`src/source/i2s_capture_pkg.sv`:
```
`default_nettype none

package i2s_capture_pkg;

	// Each sample word carries the channel number, the slot and the 24-bit sample.
	localparam int sample_width = 24;
	localparam int word_width   = 32;
	localparam int id_width     = 5;
	localparam int id_lsb       = 27; // Channel number sits in bits 31 to 27.
	localparam int lr_bit       = 24; // High for the right slot.

	// Bits 26 and 25 stay zero.
	typedef logic [word_width-1:0] sample_word_t;

	typedef enum logic [1:0] {
		scan,
		burst,
		advance
	} sched_state_t;

endpackage

`default_nettype wire

```
`src/source/drain_bus_if.sv`:
```
`timescale 1ns/1ps
`default_nettype none

interface drain_bus_if
	import i2s_capture_pkg::*;
#(
	parameter int NUM_CHANNELS = 4,
	parameter int WORD_WIDTH   = word_width
);
	logic [NUM_CHANNELS-1:0]                 r_ready; // One bit per FIFO.
	logic [NUM_CHANNELS-1:0]                 r_enable;
	logic [NUM_CHANNELS-1:0][WORD_WIDTH-1:0] rdata; // Heads of all FIFOs.
	logic [id_width-1:0]                     grant_channel;

	modport scheduler (
		input  r_ready,
		output r_enable,
		output grant_channel
	);

	modport writer (
		input r_enable,
		input rdata,
		input grant_channel
	);

endinterface

`default_nettype wire

```
`src/source/drain_scheduler.sv`:
```
`timescale 1ns/1ps
`default_nettype none

module drain_scheduler
	import i2s_capture_pkg::*;
#(
	parameter int NUM_CHANNELS = 4,
	parameter int BURST_LEN    = 4
) (
	input logic            clk,
	input logic            rst_n,
	input logic            drain_enable,
	drain_bus_if.scheduler bus
);
	localparam int count_w = (BURST_LEN > 1) ? $clog2(BURST_LEN) : 1;
	localparam logic [id_width-1:0] last_channel = id_width'(NUM_CHANNELS - 1);
	localparam logic [count_w-1:0] last_read = count_w'(BURST_LEN - 1);

	sched_state_t            state;
	logic [id_width-1:0]     channel;
	logic [id_width-1:0]     next_channel;
	logic [count_w-1:0]      read_count;
	logic [NUM_CHANNELS-1:0] channel_sel;
	logic                    start_burst;

	assign next_channel = (channel == last_channel) ? '0 : channel + 1'b1;
	assign start_burst = drain_enable && |(bus.r_ready & channel_sel);
	assign bus.grant_channel = channel;

	always_comb begin
		for (int ch = 0; ch < NUM_CHANNELS; ch++) begin
			channel_sel[ch] = channel == id_width'(ch);
		end
	end

	always_comb begin
		bus.r_enable = '0;
		if (state == burst) begin
			bus.r_enable = channel_sel;
		end
	end

	always_ff @(posedge clk) begin
		if (!rst_n) begin
			state      <= scan;
			channel    <= '0;
			read_count <= '0;
		end else begin
			case (state)
				scan: begin
					if (start_burst) begin
						state      <= burst;
						read_count <= '0;
					end else begin
						channel <= next_channel; // Not ready, try the next one.
					end
				end
				burst: begin
					read_count <= read_count + 1'b1;
					if (read_count == last_read) begin
						state <= advance;
					end
				end
				advance: begin
					// Idle cycle so the FIFO count settles before the next check.
					state   <= scan;
					channel <= next_channel;
				end
				default: begin
					state <= scan;
				end
			endcase
		end
	end

	// Only one FIFO is popped at a time.
	assert property (@(posedge clk) disable iff (!rst_n) $onehot0(bus.r_enable));

endmodule

`default_nettype wire

```
`src/source/i2s_capture_top.sv`:
```
`timescale 1ns/1ps
`default_nettype none

module i2s_capture_top
	import i2s_capture_pkg::*;
#(
	parameter int NUM_CHANNELS = 4,
	parameter int FIFO_DEPTH   = 16,
	parameter int BURST_LEN    = 4
) (
	input  logic                    clk,
	input  logic                    rst_n,
	input  logic [NUM_CHANNELS-1:0] bclk,
	input  logic [NUM_CHANNELS-1:0] lrclk,
	input  logic [NUM_CHANNELS-1:0] sdata,
	input  logic                    drain_enable,
	output logic                    wen,
	output sample_word_t            wdata,
	output logic [NUM_CHANNELS-1:0] error_full
);
	drain_bus_if #(
		.NUM_CHANNELS(NUM_CHANNELS),
		.WORD_WIDTH  (word_width)
	) drain_bus ();

	for (genvar ch = 0; ch < NUM_CHANNELS; ch++) begin : g_channel
		logic         sample_valid;
		sample_word_t sample;

		i2s_deserializer #(
			.CHANNEL_ID(ch)
		) i_deserializer (
			.clk         (clk),
			.rst_n       (rst_n),
			.bclk        (bclk[ch]),
			.lrclk       (lrclk[ch]),
			.sdata       (sdata[ch]),
			.sample_valid(sample_valid),
			.sample      (sample)
		);

		sample_fifo #(
			.FIFO_DEPTH(FIFO_DEPTH),
			.BURST_LEN (BURST_LEN)
		) i_fifo (
			.clk       (clk),
			.rst_n     (rst_n),
			.wr_valid  (sample_valid),
			.wr_data   (sample),
			.r_enable  (drain_bus.r_enable[ch]),
			.rdata     (drain_bus.rdata[ch]),
			.r_ready   (drain_bus.r_ready[ch]),
			.error_full(error_full[ch])
		);
	end

	drain_scheduler #(
		.NUM_CHANNELS(NUM_CHANNELS),
		.BURST_LEN   (BURST_LEN)
	) i_scheduler (
		.clk         (clk),
		.rst_n       (rst_n),
		.drain_enable(drain_enable),
		.bus         (drain_bus.scheduler)
	);

	word_writer #(
		.NUM_CHANNELS(NUM_CHANNELS)
	) i_writer (
		.clk  (clk),
		.rst_n(rst_n),
		.bus  (drain_bus.writer),
		.wen  (wen),
		.wdata(wdata)
	);

endmodule

`default_nettype wire

```
`src/source/i2s_deserializer.sv`:
```
`timescale 1ns/1ps
`default_nettype none

module i2s_deserializer
	import i2s_capture_pkg::*;
#(
	parameter int CHANNEL_ID = 0
) (
	input  logic         clk,
	input  logic         rst_n,
	input  logic         bclk,
	input  logic         lrclk,
	input  logic         sdata,
	output logic         sample_valid,
	output sample_word_t sample
);
	localparam int count_w = $clog2(sample_width);
	localparam logic [id_width-1:0] channel_tag = id_width'(CHANNEL_ID);
	localparam logic [count_w-1:0] last_bit = count_w'(sample_width - 1);

	logic [2:0]              bclk_sync; // Bit 2 is the previous synchronized value.
	logic [1:0]              lrclk_sync;
	logic [1:0]              sdata_sync;
	logic                    bclk_rise;
	logic                    lrclk_edge;
	logic                    shift_en;
	logic                    lrclk_last;
	logic                    slot_right;
	logic                    capturing;
	logic [count_w-1:0]      bit_count;
	logic [sample_width-1:0] shift_reg;

	assign bclk_rise  = bclk_sync[1] & ~bclk_sync[2];
	assign lrclk_edge = lrclk_sync[1] != lrclk_last;
	assign shift_en   = bclk_rise && capturing && !lrclk_edge;

	always_ff @(posedge clk) begin
		if (!rst_n) begin
			bclk_sync    <= '0;
			lrclk_sync   <= '0;
			sdata_sync   <= '0;
			lrclk_last   <= 1'b0;
			slot_right   <= 1'b0;
			capturing    <= 1'b0;
			bit_count    <= '0;
			sample_valid <= 1'b0;
		end else begin
			bclk_sync    <= {bclk_sync[1:0], bclk};
			lrclk_sync   <= {lrclk_sync[0], lrclk};
			sdata_sync   <= {sdata_sync[0], sdata};
			sample_valid <= 1'b0;
			if (bclk_rise) begin
				lrclk_last <= lrclk_sync[1];
				if (lrclk_edge) begin
					// The MSB comes on the next bclk, this one still carries the old slot.
					slot_right <= lrclk_sync[1];
					capturing  <= 1'b1;
					bit_count  <= '0;
				end else if (capturing) begin
					bit_count <= bit_count + 1'b1;
					if (bit_count == last_bit) begin
						capturing    <= 1'b0;
						sample_valid <= 1'b1;
					end
				end
			end
		end
	end

	always_ff @(posedge clk) begin
		if (shift_en) begin
			shift_reg <= {shift_reg[sample_width-2:0], sdata_sync[1]};
		end
	end

	always_comb begin
		sample = '0;
		sample[id_lsb +: id_width] = channel_tag;
		sample[lr_bit] = slot_right;
		sample[sample_width-1:0] = shift_reg;
	end

	// A slot yields one word, so the pulse never stretches.
	assert property (@(posedge clk) disable iff (!rst_n) sample_valid |=> !sample_valid);

endmodule

`default_nettype wire

```
`src/source/sample_fifo.sv`:
```
`timescale 1ns/1ps
`default_nettype none

module sample_fifo
	import i2s_capture_pkg::*;
#(
	parameter int FIFO_DEPTH = 16,
	parameter int BURST_LEN  = 4
) (
	input  logic         clk,
	input  logic         rst_n,
	input  logic         wr_valid,
	input  sample_word_t wr_data,
	input  logic         r_enable,
	output sample_word_t rdata,
	output logic         r_ready,
	output logic         error_full
);
	localparam int addr_w = (FIFO_DEPTH > 1) ? $clog2(FIFO_DEPTH) : 1;
	localparam logic [addr_w:0] depth_count = (addr_w + 1)'(FIFO_DEPTH);
	localparam logic [addr_w:0] burst_count = (addr_w + 1)'(BURST_LEN);

	sample_word_t      mem [FIFO_DEPTH];
	logic [addr_w-1:0] wr_ptr;
	logic [addr_w-1:0] rd_ptr;
	logic [addr_w:0]   count;
	logic              full;
	logic              do_write;

	assign full     = count == depth_count;
	assign do_write = wr_valid && !full; // A read in the same cycle does not make room.
	assign rdata    = mem[rd_ptr];
	assign r_ready  = count >= burst_count;

	always_ff @(posedge clk) begin
		if (do_write) begin
			mem[wr_ptr] <= wr_data;
		end
	end

	always_ff @(posedge clk) begin
		if (!rst_n) begin
			wr_ptr     <= '0;
			rd_ptr     <= '0;
			count      <= '0;
			error_full <= 1'b0;
		end else begin
			if (do_write) begin
				wr_ptr <= wr_ptr + 1'b1;
			end
			if (r_enable) begin
				rd_ptr <= rd_ptr + 1'b1;
			end
			case ({do_write, r_enable})
				2'b10: count <= count + 1'b1;
				2'b01: count <= count - 1'b1;
				default: count <= count;
			endcase
			if (wr_valid && full) begin
				error_full <= 1'b1; // Sticky until reset.
			end
		end
	end

	// The scheduler only starts a burst on a ready FIFO.
	assert property (@(posedge clk) disable iff (!rst_n) r_enable |-> count != '0);

endmodule

`default_nettype wire

```
`src/source/word_writer.sv`:
```
`timescale 1ns/1ps
`default_nettype none

module word_writer
	import i2s_capture_pkg::*;
#(
	parameter int NUM_CHANNELS = 4
) (
	input  logic         clk,
	input  logic         rst_n,
	drain_bus_if.writer  bus,
	output logic         wen,
	output sample_word_t wdata
);
	sample_word_t granted_word;
	logic         read_seen;

	assign read_seen = |bus.r_enable;

	// Head of the granted FIFO, valid during its read cycle.
	always_comb begin
		granted_word = '0;
		for (int ch = 0; ch < NUM_CHANNELS; ch++) begin
			if (bus.grant_channel == id_width'(ch)) begin
				granted_word = bus.rdata[ch];
			end
		end
	end

	always_ff @(posedge clk) begin
		if (!rst_n) begin
			wen   <= 1'b0;
			wdata <= '0;
		end else begin
			wen <= read_seen;
			if (read_seen) begin
				wdata <= granted_word; // Holds the last word between bursts.
			end
		end
	end

	// The tag written by the deserializer must match the channel the scheduler granted.
	assert property (@(posedge clk) disable iff (!rst_n)
		wen |-> wdata[id_lsb +: id_width] == $past(bus.grant_channel));

endmodule

`default_nettype wire

```
`config.mk`:
```
export PLATFORM = sky130hd
export DESIGN_NAME = i2s_capture_top
export DESIGN_NICKNAME = d
export VERILOG_FILES = /design/src/source/i2s_capture_pkg.sv /design/src/source/drain_bus_if.sv /design/src/source/drain_scheduler.sv /design/src/source/i2s_capture_top.sv /design/src/source/i2s_deserializer.sv /design/src/source/sample_fifo.sv /design/src/source/word_writer.sv
export SDC_FILE = /design/constraint.sdc
export NUM_CORES = 2
export LEC_CHECK = 0
export BUFFER_PORTS_ARGS = -buffer_cell sky130_fd_sc_hd__buf_2
export CAP_MARGIN = 30
export CORE_MARGIN = 2
export CORE_UTILIZATION = 30
export CTS_BUF_LIST = sky130_fd_sc_hd__clkbuf_8
export DETAILED_ROUTE_END_ITERATION = 8
export PLACE_DENSITY = 0.42
export SLEW_MARGIN = 20
export SYNTH_ARGS = -nofsm -noshare
export SYNTH_HDL_FRONTEND = slang
export SYNTH_SLANG_ARGS = --single-unit
```
`constraint.sdc`:
```
create_clock -name clk -period 3.6 [get_ports clk]
set_input_delay 0.54 -clock clk [delete_from_list [all_inputs] [get_ports clk]]
set_output_delay 0.54 -clock clk [all_outputs]
set_load 0.05 [all_outputs]
```
==> impl_metrics.csv <==
group,metric,value,unit
timing,timing.clock.skew,0.0494,ns
routing,met1Wirelength,87600,µm
routing,initialDrtViolationCount,2712,
power,power.clock.fraction,0.438,
synthesis,synthCells,3515,
synthesis,synth_enable_flop_cells,1696,
run_status,run_status,"completed",
routing,route.met3.wl,9600,µm
clocking,postCtsSetupRepairBufs,0,
placement,port-buffer-count,46,
finish,finalNetCount,3978,
routing,num_vias,35460,
synthesis,yosys_warnings,0,
timing,setup_repair_after_global_routing_missed_its_margin,"no",
global_routing,track_usage,0.160,
placement,gp_congestion,0.732,
synthesis,ys_types,61,
timing,setup-tns-final,0,ns
die,design.core.area,237000,µm²
timing,finalSetupViolations,0,
finish,ff_latch_area,54400,µm²
worst_setup_path,launching_element_of_the_worst_setup_path,"i_scheduler.bus.grant_channel[1]",
synthesis,synthesis.area,71400,µm²
clocking,clk_root_buffer_cell,"clkbuf_8",
timing,fin_crit,3.11,ns
power,power_switching_share,0.213,
routing,detail-route-antenna-nets,0,
clocking,clock_tree.buffer_depth,4,
synthesis,synth-seq-area-share,0.762,
clocking,clk_latency,1.05,ns
timing,fin_crit_sh,0.863,
worst_setup_path,critical_path.reg2reg.startpoint,"i_scheduler.bus.grant_channel[1]",
power,total_leakage_power,26.1,nW
timing,report.final.hold_viol_count,0,
clocking,cts-resized-gates,0,
power,part_of_the_power_in_registers,0.555,
finish,drive_above_1_share,0.283,
global_routing,grt_pass1_vias,36913,
die,design.portCount,52,
power,p_int,33.2,mW
finish,final.fill_count,22095,
finish,most-common-layout-cells,"edfxtp_1, mux4_2, clkbuf_8",
synthesis,async_reset_ff_frac,0,
power,power.combinational.fraction,0.007,
power,power.net_switching,9.00,mW
worst_setup_path,crit_arrival,4.04,ns
min_path,hold_path.class,"in -> reg",
global_routing,grt_remaining_overflow,0,
die,floorplan.die_area,242000,µm²
clocking,htree_num_levels,5,
worst_setup_path,critical_path_peak_fanout,8,
worst_setup_path,worst-endpoint-required,4.54,ns
placement,dp_hpwl,115000,µm
timing,worst-slew-pin-transition,0.926,ns
worst_setup_path,worstSetupStartpointType,"flip-flop",
min_path,hold_path_startpoint,"drain_enable",
finish,area_delta_synth_final,16.8,%
die,initial_utilization,0.301,
global_routing,grt_max_degree,69,
clocking,clk_transition_reported_paths,0.07,ns
die,chipHeight,492,µm
synthesis,dominantRegCellSynth,"edfxtp_1",
timing,timing.max_slew.rel_slack,0.381,
die,die_w,492,µm
finish,post-route-util,0.351,
finish,final_common_cell,"edfxtp_1",
routing,routedWlPerCell,26.6,µm
timing,max_clock_freq,322,MHz
finish,instances_no_fill,7350,
routing,routed_wl,196000,µm
clocking,total_cts_buffers,339,
worst_setup_path,criticalPathCategory,"reg -> reg",
power,vdd_ir_drop_max,0.392,mV
worst_setup_path,setup_crit_end_kind,"flip-flop",
global_routing,grt_antenna_before_repair,12,
placement,dp.cells,6732,
run,maxCapViolations,0,
clocking,clock_tree_from_tritoncts,"done",
finish,largest_register_ff_count,1600,
global_routing,global_route_wire_length_before_repair,277000,µm
clocking,tritoncts_sink_count,1869,
routing,dr.max_layer_used,"met5",
routing,dr.pass1.iters,5,
routing,route.detailed.vias_per_inst,4.82,
synthesis,synth-seq-cells,1869,
power,power-per-cell-area,506,nW/µm²
finish,multi_input_comb_area,16300,µm²
die,fp-row-count,179,
timing,report.final.slew_viol_count,0,
synthesis,post_synth.cell_area_avg,20.3,µm²
routing,wl_met2,92500,µm
routing,drc,0,
-- stage by stage --
step / hold WS, ns / power [mW] / cell area [µm²] / setup slack [ns]
after floorplan: 0.386 / 24.0 / 71400 / 0.0720
after global placement: 0.391 / 24.1 / 77000 / 0.326
after detailed placement: 0.394 / 24.1 / 77100 / 0.531
after CTS: 0.0839 / 42.9 / 83300 / 0.448
after global routing: 0.140 / 43.8 / 83300 / 0.162
final: 0.192 / 42.2 / 83400 / 0.495
-- cell type report --
| type | count | share of cell area |
|---|---|---|
| Sequential cell | 1869 | 0.653 |
| Multi-Input combinational cell | 1427 | 0.196 |
| Clock buffer | 362 | 0.0598 |
| Inverter | 27 | 0.00125 |
| Timing Repair Buffer | 255 | 0.0283 |
| Antenna cell | 4 | 0.000120 |
| Tap cell | 3167 | 0.0475 |
| Clock inverter | 239 | 0.0140 |
-- repair_timing --
action                                  CTS  global route
hold buffers                             13             0
endpoints found under the setup margin    0             0
endpoints found under the hold margin    43             0
-- metal layers --
metal | vias up | GRT usage
li1 | 15282 | -
met1 | 18968 | 0.219
met2 | 908 | 0.255
met3 | 298 | 0.0316
met4 | 4 | 0.0530
met5 | - | 0
-- Yosys cell counts, drive strengths merged, types with 7 or more instances --
cell / count / area share
or3: 7 / 0.00061
nand3b: 19 / 0.0020
o211ai: 12 / 0.0013
clkbuf: 87 / 0.0046
nor2b: 17 / 0.0015
a21o: 17 / 0.0018
a21boi: 8 / 0.00084
nand2: 64 / 0.0034
o21ai: 35 / 0.0025
edfxtp: 1696 / 0.71
nor2: 183 / 0.0096
xnor2: 13 / 0.0016
ha: 44 / 0.0077
nor3: 29 / 0.0022
mux4: 390 / 0.12
a311oi: 13 / 0.0020
and2: 30 / 0.0026
o221ai: 37 / 0.0046
a2111oi: 21 / 0.0033
o22ai: 10 / 0.00088
nand4: 13 / 0.0011
and3: 15 / 0.0013
a31oi: 18 / 0.0016
mux2: 33 / 0.0052
o21a: 8 / 0.00084
a22oi: 71 / 0.0075
or3b: 8 / 0.00098
inv: 26 / 0.0014
nand2b: 32 / 0.0028
xor2: 33 / 0.0041
buf: 109 / 0.0093
dfxtp: 173 / 0.049
a21oi: 82 / 0.0058
nand4b: 8 / 0.00098
mux2i: 99 / 0.014
nand3: 29 / 0.0020
-- final timing paths --
path / to / slack, ns / cells after the start
hold reg to reg: g_channel[3].i_deserializer.shift_reg[0] / 0.39 / 0
setup reg to reg: g_channel[1].i_fifo.count[4] / 0.49 / 13
hold / removal: i_scheduler.bus.grant_channel[0] / 0.19 / 4
setup / recovery: g_channel[1].i_fifo.count[4] / 0.49 / 13
-- power groups by stage --
stage / combinational (mW) / sequential (mW) / clock, mW
after floorplan: 0.138 / 23.8 / 0
after global placement: 0.287 / 23.9 / 0
after detailed placement: 0.288 / 23.9 / 0
after CTS: 0.300 / 23.4 / 19.2
after global routing: 0.316 / 23.4 / 20.1
final: 0.296 / 23.4 / 18.5
-- worst max-delay path, cell delays in order (launching register included) --
cell and delay, ns:
dfxtp_1 0.33, inv_1 0.11, ha_1 0.17, or4b_1 0.47
nor2_1 0.12, buf_4 0.15, ha_1 0.32, xor2_1 0.11
ha_1 0.22, o21a_1 0.18, o22a_1 0.19, a21oi_1 0.20
mux2i_1 0.25, mux2i_1 0.19
-- logic make-up (layout without fill, tap and decap cells) --
group | count (synthesis) | count (layout) | share of synthesized area
XOR/XNOR | 46 | 46 | 0.00565
flip-flops | 1869 | 1869 | 0.762
AND/OR/NAND/NOR | 465 | 465 | 0.0325
AO/OA/AOI/OAI | 345 | 345 | 0.0344
other | 1 | 9 | 0.0000526
multiplexers | 522 | 522 | 0.142
adder cells (fa/ha/maj) | 44 | 44 | 0.00772
buffers and inverters | 223 | 883 | 0.0153
No activity file was read; power rests on OpenSTA's default activity.
